`src/hdl/core_pkg.sv`:
```
// Widths, op encodings, CSR map and packet structs shared by the writeback RTL and its testbench
package core_pkg;

    // ------------------------------------------------------------------------
    // Widths
    // ------------------------------------------------------------------------
    localparam int XLEN       = 64;   // Data width
    localparam int REG_ADDR_W = 5;    // 32 GPRs
    localparam int CSR_ADDR_W = 12;
    localparam int CAUSE_W    = 6;

    // Machine mode CSR subset
    localparam logic [CSR_ADDR_W-1:0] CSR_MSCRATCH = 12'h340;
    localparam logic [CSR_ADDR_W-1:0] CSR_MEPC     = 12'h341;
    localparam logic [CSR_ADDR_W-1:0] CSR_MCAUSE   = 12'h342;
    localparam logic [CSR_ADDR_W-1:0] CSR_MTVAL    = 12'h343;
    localparam logic [CSR_ADDR_W-1:0] CSR_MINSTRET = 12'hB02;

    localparam logic [CAUSE_W-1:0] CAUSE_ILLEGAL    = 6'd2;
    localparam logic [CAUSE_W-1:0] CAUSE_LOAD_FAULT = 6'd5;

    // ------------------------------------------------------------------------
    // Operation encodings
    // ------------------------------------------------------------------------
    typedef struct packed {
        logic load;      // Load instruction
        logic is_byte;
        logic is_half;
        logic is_word;   // None of the three means doubleword
        logic sext;      // Sign extend result
    } lsu_op_t;

    typedef struct packed {
        logic rd;
        logic wr;
        logic set;
        logic clr;
    } csr_op_t;          // One hot for CSR instructions

    typedef enum logic [1:0] {
        WB_NONE  = 2'd0,
        WB_WDATA = 2'd1,
        WB_LSU   = 2'd2,
        WB_CSR   = 2'd3
    } wb_op_t;

    // ------------------------------------------------------------------------
    // Packets
    // ------------------------------------------------------------------------
    typedef struct packed {
        logic [XLEN-1:0]       pc;
        logic [XLEN-1:0]       n_pc;
        logic [31:0]           instr;
        logic [XLEN-1:0]       wdata;      // ALU result, load address or CSR operand
        logic [REG_ADDR_W-1:0] rd;
        lsu_op_t               lsu_op;
        csr_op_t               csr_op;
        logic [CSR_ADDR_W-1:0] csr_addr;
        wb_op_t                wb_op;
        logic                  trap;       // Trap raised upstream
        logic [CAUSE_W-1:0]    cause;
    } wb_instr_t;

    typedef struct packed {
        logic                  wen;
        logic [REG_ADDR_W-1:0] addr;
        logic [XLEN-1:0]       wdata;
    } rd_write_t;

    typedef struct packed {
        logic                  en;
        csr_op_t               op;
        logic [CSR_ADDR_W-1:0] addr;
        logic [XLEN-1:0]       wdata;
    } csr_req_t;

    typedef struct packed {
        logic [XLEN-1:0] rdata;
        logic            error;   // Unknown CSR or write to read only
    } csr_rsp_t;

    typedef struct packed {
        logic               valid;
        logic [CAUSE_W-1:0] cause;
        logic [XLEN-1:0]    mtval;
        logic [XLEN-1:0]    pc;
    } trap_t;

    typedef struct packed {
        logic            valid;
        logic [XLEN-1:0] pc;
        logic [31:0]     instr;
        logic            trap;
    } trace_t;

endpackage

```
`src/hdl/core_load_align.sv`:
```
// Load data aligner used by writeback to shift the 64-bit read word to its lane and size it
`timescale 1ns/1ps

module core_load_align
    import core_pkg::*;
(
    input  lsu_op_t         lsu_op,       // Size and sign flags
    input  logic [2:0]      offset,       // Byte offset in the doubleword
    input  logic [XLEN-1:0] dmem_rdata,   // Raw bus data
    output logic [XLEN-1:0] rdata         // GPR ready value
);

    logic [XLEN-1:0] shifted;
    logic [XLEN-1:0] rdata_byte;
    logic [XLEN-1:0] rdata_half;
    logic [XLEN-1:0] rdata_word;
    logic            sign_byte;
    logic            sign_half;
    logic            sign_word;

    // ------------------------------------------------------------------------
    // Lane select and sizing
    // ------------------------------------------------------------------------
    assign shifted   = dmem_rdata >> {offset, 3'b000};     // 8 bits per byte of offset

    assign sign_byte = lsu_op.sext && shifted[7];
    assign sign_half = lsu_op.sext && shifted[15];
    assign sign_word = lsu_op.sext && shifted[31];

    assign rdata_byte = {{(XLEN-8){sign_byte}}, shifted[7:0]};
    assign rdata_half = {{(XLEN-16){sign_half}}, shifted[15:0]};
    assign rdata_word = {{(XLEN-32){sign_word}}, shifted[31:0]};

    always_comb begin
        if (lsu_op.is_byte) begin
            rdata = rdata_byte;
        end else if (lsu_op.is_half) begin
            rdata = rdata_half;
        end else if (lsu_op.is_word) begin
            rdata = rdata_word;
        end else begin
            rdata = dmem_rdata;             // Doubleword needs no shift
        end
    end

    // Size flags of a load are one hot or all clear
    always_comb begin
        if (lsu_op.load) begin
            assert ($onehot0({lsu_op.is_byte, lsu_op.is_half, lsu_op.is_word}));
        end
    end

endmodule

```
`src/hdl/core_regfile.sv`:
```
// General purpose register file of the writeback top level with x0 fixed at zero
`timescale 1ns/1ps

module core_regfile
    import core_pkg::*;
(
    input  logic                  g_clk,       // Global clock
    input  logic                  g_resetn,    // Active low sync reset
    input  rd_write_t             wr,          // Write port from writeback
    input  logic [REG_ADDR_W-1:0] rs1_addr,    // Decode read address
    output logic [XLEN-1:0]       rs1_rdata    // Combinational read
);

    // ------------------------------------------------------------------------
    // Storage
    // ------------------------------------------------------------------------
    logic [XLEN-1:0] regs [1:(2**REG_ADDR_W)-1];   // No entry for x0

    always_ff @(posedge g_clk) begin
        if (wr.wen && (wr.addr != '0)) begin
            regs[wr.addr] <= wr.wdata;
        end
    end

    always_comb begin
        if (rs1_addr == '0) begin
            rs1_rdata = '0;
        end else begin
            rs1_rdata = regs[rs1_addr];
        end
    end

    // Writeback filters rd zero before it gets here
    assert property (@(posedge g_clk) disable iff (!g_resetn)
        wr.wen |-> (wr.addr != '0));

endmodule

```
`src/hdl/core_csrs.sv`:
```
// Reduced machine-mode CSR file that serves writeback CSR accesses and records traps and retires
`timescale 1ns/1ps

module core_csrs
    import core_pkg::*;
(
    input  logic     g_clk,       // Global clock
    input  logic     g_resetn,    // Active low sync reset
    input  csr_req_t req,         // Access from writeback
    output csr_rsp_t rsp,         // Old value and error
    input  trap_t    trap,        // Trap to capture
    input  logic     retire       // Non-trapping retire
);

    logic [XLEN-1:0] mscratch;
    logic [XLEN-1:0] mepc;
    logic [XLEN-1:0] mcause;
    logic [XLEN-1:0] mtval;
    logic [XLEN-1:0] minstret;
    logic            sel_mscratch;
    logic            sel_mepc;
    logic            sel_mcause;
    logic            sel_mtval;
    logic            sel_minstret;
    logic            is_write;    // Any modifying op
    logic            csr_wen;
    logic [XLEN-1:0] old_val;
    logic [XLEN-1:0] new_val;

    // ------------------------------------------------------------------------
    // Decode and read
    // ------------------------------------------------------------------------
    assign sel_mscratch = (req.addr == CSR_MSCRATCH);
    assign sel_mepc     = (req.addr == CSR_MEPC);
    assign sel_mcause   = (req.addr == CSR_MCAUSE);
    assign sel_mtval    = (req.addr == CSR_MTVAL);
    assign sel_minstret = (req.addr == CSR_MINSTRET);
    assign is_write     = req.op.wr || req.op.set || req.op.clr;

    always_comb begin
        old_val = '0;
        if (sel_mscratch) old_val = mscratch;
        if (sel_mepc)     old_val = mepc;
        if (sel_mcause)   old_val = mcause;
        if (sel_mtval)    old_val = mtval;
        if (sel_minstret) old_val = minstret;   // Value before this retire
    end

    assign rsp.rdata = old_val;
    assign rsp.error = req.en && (!(sel_mscratch || sel_mepc || sel_mcause ||
                       sel_mtval || sel_minstret) || (sel_minstret && is_write));

    always_comb begin
        if (req.op.wr) begin
            new_val = req.wdata;
        end else if (req.op.set) begin
            new_val = old_val | req.wdata;
        end else begin
            new_val = old_val & ~req.wdata;     // Clear
        end
    end

    assign csr_wen = req.en && is_write && !rsp.error;

    // ------------------------------------------------------------------------
    // Update
    // ------------------------------------------------------------------------
    always_ff @(posedge g_clk) begin
        if (!g_resetn) begin
            mscratch <= '0;
            mepc     <= '0;
            mcause   <= '0;
            mtval    <= '0;
            minstret <= '0;
        end else begin
            if (csr_wen && sel_mscratch) mscratch <= new_val;
            if (trap.valid) begin               // Capture beats a CSR write
                mepc   <= trap.pc;
                mcause <= {{(XLEN-CAUSE_W){1'b0}}, trap.cause};
                mtval  <= trap.mtval;
            end else if (csr_wen) begin
                if (sel_mepc)   mepc   <= new_val;
                if (sel_mcause) mcause <= new_val;
                if (sel_mtval)  mtval  <= new_val;
            end
            if (retire) minstret <= minstret + 1'b1;
        end
    end

    // Writeback must never retire an instruction it also traps
    assert property (@(posedge g_clk) disable iff (!g_resetn)
        !(retire && trap.valid));

endmodule

```
`src/hdl/core_pipe_wb.sv`:
```
// Writeback stage under the top level that retires each finished packet to the GPRs and CSRs
`timescale 1ns/1ps

module core_pipe_wb
    import core_pkg::*;
(
    input  logic            g_clk,        // Global clock
    input  logic            g_resetn,     // Active low sync reset
    input  logic            s3_valid,     // New packet strobe
    input  wb_instr_t       s3_pkt,       // Packet from memory stage
    input  logic [XLEN-1:0] dmem_rdata,   // Valid the cycle after the strobe
    input  logic            dmem_err,     // Load bus error
    output rd_write_t       rd_write,     // GPR write port
    output csr_req_t        csr_req,      // CSR access
    input  csr_rsp_t        csr_rsp,      // Old value and access error
    output trap_t           trap,         // Trap raised by this packet
    output logic            retire,       // Retired without a trap
    output trace_t          trs           // Trace record
);

    logic            full;           // Stage holds a packet
    wb_instr_t       pkt;            // Stage register
    logic [XLEN-1:0] lsu_rdata;      // Aligned load data
    logic [XLEN-1:0] result;         // Selected GPR value
    logic            load_fault;
    logic            csr_fault;
    logic            any_trap;

    // ------------------------------------------------------------------------
    // Stage register
    // ------------------------------------------------------------------------
    always_ff @(posedge g_clk) begin
        if (!g_resetn) begin
            full <= 1'b0;
        end else begin
            full <= s3_valid;               // Packet leaves after one cycle
        end
    end

    always_ff @(posedge g_clk) begin
        if (s3_valid) begin
            pkt <= s3_pkt;
        end
    end

    // Low address bits give the byte lane of the load
    core_load_align u_core_load_align (
        .lsu_op     (pkt.lsu_op),
        .offset     (pkt.wdata[2:0]),
        .dmem_rdata (dmem_rdata),
        .rdata      (lsu_rdata)
    );

    // ------------------------------------------------------------------------
    // CSR request
    // ------------------------------------------------------------------------
    always_comb begin
        csr_req.en    = full && (pkt.csr_op != '0) && !pkt.trap;
        csr_req.op    = pkt.csr_op;
        csr_req.addr  = pkt.csr_addr;
        csr_req.wdata = pkt.wdata;          // CSR operand
    end

    // ------------------------------------------------------------------------
    // Traps
    // ------------------------------------------------------------------------
    assign load_fault = full && pkt.lsu_op.load && dmem_err;
    assign csr_fault  = csr_req.en && csr_rsp.error;
    assign any_trap   = full && (pkt.trap || load_fault || csr_fault);

    always_comb begin
        trap.valid = any_trap;
        trap.pc    = pkt.pc;
        trap.mtval = pkt.wdata;             // Upstream value or faulting address
        if (pkt.trap) begin                 // Upstream trap wins
            trap.cause = pkt.cause;
        end else if (load_fault) begin
            trap.cause = CAUSE_LOAD_FAULT;
        end else begin
            trap.cause = CAUSE_ILLEGAL;
            trap.mtval = {{(XLEN-32){1'b0}}, pkt.instr};
        end
    end

    // ------------------------------------------------------------------------
    // GPR writeback
    // ------------------------------------------------------------------------
    always_comb begin
        case (pkt.wb_op)
            WB_WDATA: result = pkt.wdata;
            WB_LSU:   result = lsu_rdata;
            WB_CSR:   result = csr_rsp.rdata;
            default:  result = '0;
        endcase
    end

    always_comb begin
        rd_write.wen   = full && !any_trap && (pkt.wb_op != WB_NONE) && (pkt.rd != '0);
        rd_write.addr  = pkt.rd;
        rd_write.wdata = result;
    end

    assign retire = full && !any_trap;      // Counts into minstret

    always_comb begin
        trs.valid = full;
        trs.pc    = pkt.pc;
        trs.instr = pkt.instr;
        trs.trap  = any_trap;
    end

    // A held packet carries at most one CSR access type
    assert property (@(posedge g_clk) disable iff (!g_resetn)
        full |-> $onehot0(pkt.csr_op));

endmodule

```
`src/hdl/core_wb_top.sv`:
```
// Writeback top level that joins the stage with the register file and the machine CSR file
`timescale 1ns/1ps

module core_wb_top
    import core_pkg::*;
(
    input  logic                  g_clk,        // Global clock
    input  logic                  g_resetn,     // Active low sync reset
    input  logic                  s3_valid,     // Packet strobe
    input  wb_instr_t             s3_pkt,       // Packet from memory stage
    input  logic [XLEN-1:0]       dmem_rdata,   // Load response data
    input  logic                  dmem_err,     // Load response error
    input  logic [REG_ADDR_W-1:0] rs1_addr,     // Decode read address
    output logic [XLEN-1:0]       rs1_rdata,
    output trace_t                trs,          // Instruction trace
    output trap_t                 trap          // Trap report
);

    rd_write_t rd_write;
    csr_req_t  csr_req;
    csr_rsp_t  csr_rsp;
    logic      retire;

    // ------------------------------------------------------------------------
    // Instances
    // ------------------------------------------------------------------------
    core_pipe_wb u_core_pipe_wb (
        .g_clk      (g_clk),
        .g_resetn   (g_resetn),
        .s3_valid   (s3_valid),
        .s3_pkt     (s3_pkt),
        .dmem_rdata (dmem_rdata),
        .dmem_err   (dmem_err),
        .rd_write   (rd_write),
        .csr_req    (csr_req),
        .csr_rsp    (csr_rsp),
        .trap       (trap),
        .retire     (retire),
        .trs        (trs)
    );

    core_csrs u_core_csrs (
        .g_clk    (g_clk),
        .g_resetn (g_resetn),
        .req      (csr_req),
        .rsp      (csr_rsp),
        .trap     (trap),
        .retire   (retire)
    );

    core_regfile u_core_regfile (
        .g_clk     (g_clk),
        .g_resetn  (g_resetn),
        .wr        (rd_write),
        .rs1_addr  (rs1_addr),
        .rs1_rdata (rs1_rdata)
    );

endmodule

```
`config.mk`:
```
export PLATFORM = sky130hd
export DESIGN_NAME = core_wb_top
export DESIGN_NICKNAME = d
export VERILOG_FILES = /design/src/hdl/core_pkg.sv /design/src/hdl/core_load_align.sv /design/src/hdl/core_regfile.sv /design/src/hdl/core_csrs.sv /design/src/hdl/core_pipe_wb.sv /design/src/hdl/core_wb_top.sv
export SDC_FILE = /design/constraint.sdc
export NUM_CORES = 2
export LEC_CHECK = 0
export BUFFER_PORTS_ARGS = -buffer_cell sky130_fd_sc_hd__buf_2
export CORE_ASPECT_RATIO = 0.6
export CORE_MARGIN = 4
export CORE_UTILIZATION = 60
export DETAILED_ROUTE_END_ITERATION = 10
export GPL_ROUTABILITY_DRIVEN = 0
export GPL_TIMING_DRIVEN = 1
export PLACE_DENSITY_LB_ADDON = 0.05
export SYNTH_ARGS = -nofsm -noshare
export SYNTH_HDL_FRONTEND = slang
export SYNTH_HIERARCHICAL = 1
export SYNTH_SLANG_ARGS = --single-unit
```
`constraint.sdc`:
```
create_clock -name g_clk -period 8.8 [get_ports g_clk]
set_input_delay 0.44 -clock g_clk [delete_from_list [all_inputs] [get_ports g_clk]]
set_output_delay 0.44 -clock g_clk [all_outputs]
set_load 0.01 [all_outputs]
```
# Word level (Yosys, flattened, before mapping)
# Memories as Yosys holds them, arrays and structs flattened.
# Index checks and enable logic that the tools add are counted.
# word_totals
in_bits	332
memories	1
latchBits	0
wordCells	110
ram_bits	1984
ff_bits	516
output_inout_bits	297
rom_bits	0
# mem_list
memory	words	word_bits	read_ports	rd_ports_with_merged_regs	write_ports	line_no	text
u_core_regfile.regs	31	64	1	0	1	core_regfile.sv:17	logic [XLEN-1:0] regs [1:(2**REG_ADDR_W)-1];
# op_classes
n_shift	1
n_mux	27
multipliers	0
eq_ne	8
add_sub_neg	1
bitwise_logic	4
reduce_logical	44
magnitude_cmp	0
div_mod_pow	0
# ops
operator	count
64-bit two-way mux	19
64-bit case mux with 3 select lines	1
64-bit by 1-bit adder with 64-bit output (second input constant)	1
64-bit AND	1
64-bit NOT	1
64-bit bitwise OR	1
64-bit by 6-bit right shift with 32-bit output	1
12-bit by 10-bit equality test with 1-bit output (second input constant)	4
6-bit two-way mux	4
1-bit logical AND	18
12-bit equality test (second input constant)	1
2-bit nonzero test	5
1-bit logical OR	9
2-bit AND reduction	4
5-bit zero test	1
5-bit nonzero test	1
2-bit equality test (second input constant)	2
1-bit zero test	4
4-bit nonzero test	1
3-bit two-way mux	1
2-bit by 1-bit equality test with 1-bit output (second input constant)	1
1-bit two-way mux	2
2-bit OR reduction	1
1-bit NOT	1

# Depth between registers and ports, before layout
# depth
depth_word	18
ltp_mapped	19
ltp_nobuf	12

# Modules after synthesis
# Netlist, hierarchy kept.
# by_module_without_submodules
module	area_each_um2	seq_area_each_um2	cells_per_inst	instances
core_regfile	75955.3	59577.1	3392	1
core_csrs	19128.3	6406.1	2372	1
core_pipe_wb	10087.2	5875.6	687	1
core_load_align	2615.0	0.0	322	1

# Worst setup path after synthesis
# OpenSTA, ideal clock, no wires.
# synth_timing
path_kind	register to register
start	reg u_core_pipe_wb.pkt, in the netlist u_core_pipe_wb/csr_req[67]
end	mem u_core_regfile.regs[12][0] (enable)
arrival_time_ps	5658
path_slack_ps	2656
setup_time_ps	486
synth_period_minus_slack_ps	6144
path_stages_with_launch	15
required_ps	8314
n_path_buf	6
cell_sequence	edfxtp_1 > buf_4 > or4b_4 > buf_6 > buf_6 > buf_2 > clkbuf_1 > o31ai_1 > a21boi_0 > inv_1 > o21ai_0 > nor3_1 > or3b_2 > clkbuf_1 > nor2_1
# synth_lines
item	line_no	text
from (decl)	core_pipe_wb.sv:22	wb_instr_t pkt;
from (signal assigned)	core_pipe_wb.sv:42	pkt <= s3_pkt;
to (decl)	core_regfile.sv:17	

==> flow_summary.yaml <==
timing:
  period_share: 0.687
  min_period_ns: 6.05
  finalHoldViolCount: 0
  max_freq_mhz: 165
  setup_viol: 0
  rsz0062_at_grt: "false"
  setup_tns_ns: 0
  clock_skew_ns: 0.0629
  slew_viol_final: 0
  worst_pin_slew_ns: 1.38
  maxSlewHeadroom: 0.0725
  setup_slack_ns: 2.75
die:
  fp.dieH_um: 336
  row_count: 120
  ioPinCount: 629
  dieArea_um2: 187000
  start_util: 0.604
  die_w_um: 555
  fp.coreArea_um2: 179000
worst_setup_path:
  path_cells: "nor4b_4 > and2_2 > buf_4 > a21boi_0 > inv_1 > o21ai_0 > nor3_1 > nand3b_1 > nor2_4 > buf_4"
  cp-end-kind: "flop"
  startpoint_type: "flop"
  crit_top_cell: "buf_4"
  critPathTopFamily: "simple AND/OR/NAND/NOR gates"
  required_ns: 9.31
  path_class: "flop to flop"
  crit_arrival_ns: 6.56
  path_max_fanout: 51
  crit_slowest_cell: "nor2_4"
  crit_buf_inv: 3
  slowest_delay_ns: 1.10
synth:
  synth_nets: 7105
  synthesis.area_um2: 108000
  yosys_warnings: 6
  syn_avg_cell_area_um2: 15.9
  syn_inst: 6772
placement:
  placed_area_um2: 111000
  port_buffers: 564
  pre_cts_slack_ns: 2.92
  dp_hpwl_mm: 190
drt:
  routed_wl_mm: 317
  drt_iter0_drc: 10100
  wl_per_cell_um: 32.6
  drc: 0
  first_pass_iters: 6
  via_per_inst: 6.94
  num_vias: 67500
  drtAntennaViolNets: 0
layout:
  areaGrowthSynthToFinish_pct: 11.4
  drive_gt1_frac: 0.250
  design_area_um2: 120000
  final_util: 0.672
  layout.nets: 7499
clocking:
  clkSlewWorstSetupHoldPaths_ns: 0.06
  clk_latency_ns: 0.87
  htree_levels: 4
  cts_buffers: 223
  tritoncts: "built"
  clk_path_buf_depth: 4
  cts_sinks: 2500
  post_cts_resized: 0
  cts_root_buf: "clkbuf_16"
pwr:
  peakVddDrop_uv: 186
  power.leakage_uw: 0.0430
  powerDensity_nw_per_um2: 209
global_routing:
  grt-ovfl-total: 0
  antenna_found_initial: 14
  grt_pass1_vias: 64900
  grt_max_degree: 162
  grt_usage: 0.335
  grt_first_pass_wirelength_mm: 458
hold_path:
  hold_class: "primary input to flop"
run:
  max_cap_violations: 0
status:
  status: "finished, final reports clean"
[power by group]
group	leakage (uW)	internal, uW	switching (uW)
combinational	0.0138	726	1450
sequential	0.0258	13200	131
clock	0.00339	5300	4260
total	0.0430	19200	5840
[repair_timing]
item                                   CTS  global route
hold buffers                           195             0
setup buffers                            0             0
endpoints found under the hold margin  195             0
[final timing paths]
check / start / depth (start not counted) / slack, ns / endpoint
setup reg to reg: u_core_pipe_wb/csr_req[69] / 10 / 2.75 / u_core_regfile/regs[30][12]
setup / recovery: u_core_pipe_wb/csr_req[69] / 10 / 2.75 / u_core_regfile/regs[30][12]
hold reg to reg: u_core_csrs/minstret[63] / 2 / 0.51 / u_core_csrs/minstret[63]
hold / removal: s3_valid / 1 / 0.05 / u_core_pipe_wb/trs[16]
[per-layer routing]
metal	track usage	share of wire	up-vias
met5	0	0.00015	-
met3	0.0832	0.13	593
met4	0.0842	0.026	8
met1	0.515	0.41	34600
met2	0.485	0.43	4408
li1	-	-	27900
[through the flow]
stage	hold WS (ns)	total power (uW)	std cells
6_report	0.0476	25000	9724
5_1_grt	0.0609	25800	9721
3_5_place_dp	0.494	15600	9123
2_1_floorplan	0.447	14800	6772
3_3_place_gp	0.498	15600	9123
4_1_cts	0.0448	25100	9718
[sequential cells by signal, summed over array words and instances (netlist names), 14 cells and up]
register and flops:
u_core_regfile/regs 1984, u_core_pipe_wb/csr_req 80, u_core_csrs/mcause 64, u_core_csrs/mepc 64, u_core_csrs/minstret 64, u_core_csrs/mscratch 64
u_core_csrs/mtval 64, u_core_pipe_wb/trap 64, u_core_pipe_wb/trs 32, u_core_pipe_wb/pkt 14
[cell type report]
| cell class | count | area (um2) |
|---|---|---|
| clock buffers | 295 | 5950 |
| diodes | 4 | 10.0 |
| multi-input cells | 3480 | 31700 |
| clock inverters | 105 | 1010 |
| repair buffers | 950 | 6510 |
| fillers | 12100 | 58500 |
| flip-flops and latches | 2500 | 71900 |
| inverters | 11 | 43.8 |
| well taps | 2379 | 2980 |
[placed cells by master (no fill, tap or decap), drive strengths merged, types with 18 or more instances in the layout]
cell,count
and2,47
a21o,19
a22o,64
o22a,55
mux4,419
or3,46
edfxtp,2179
bufinv,19
and3,43
xor2,20
o31ai,124
o21ai,205
o211ai,23
or4,18
buf,753
o221ai,95
dlygate4sd3,195
clkbuf,297
a31oi,103
nor3,45
o21a,57
nand3,102
a211oi,96
mux2i,245
a221oi,36
o311ai,19
clkinv,77
nor2,265
a22oi,70
nor2b,82
nand2b,127
mux2,207
nand3b,27
dfxtp,321
o22ai,63
a311oi,131
nand2,205
a2111oi,31
a21oi,221
nand4,64
No activity file was read; power rests on OpenSTA's default activity.
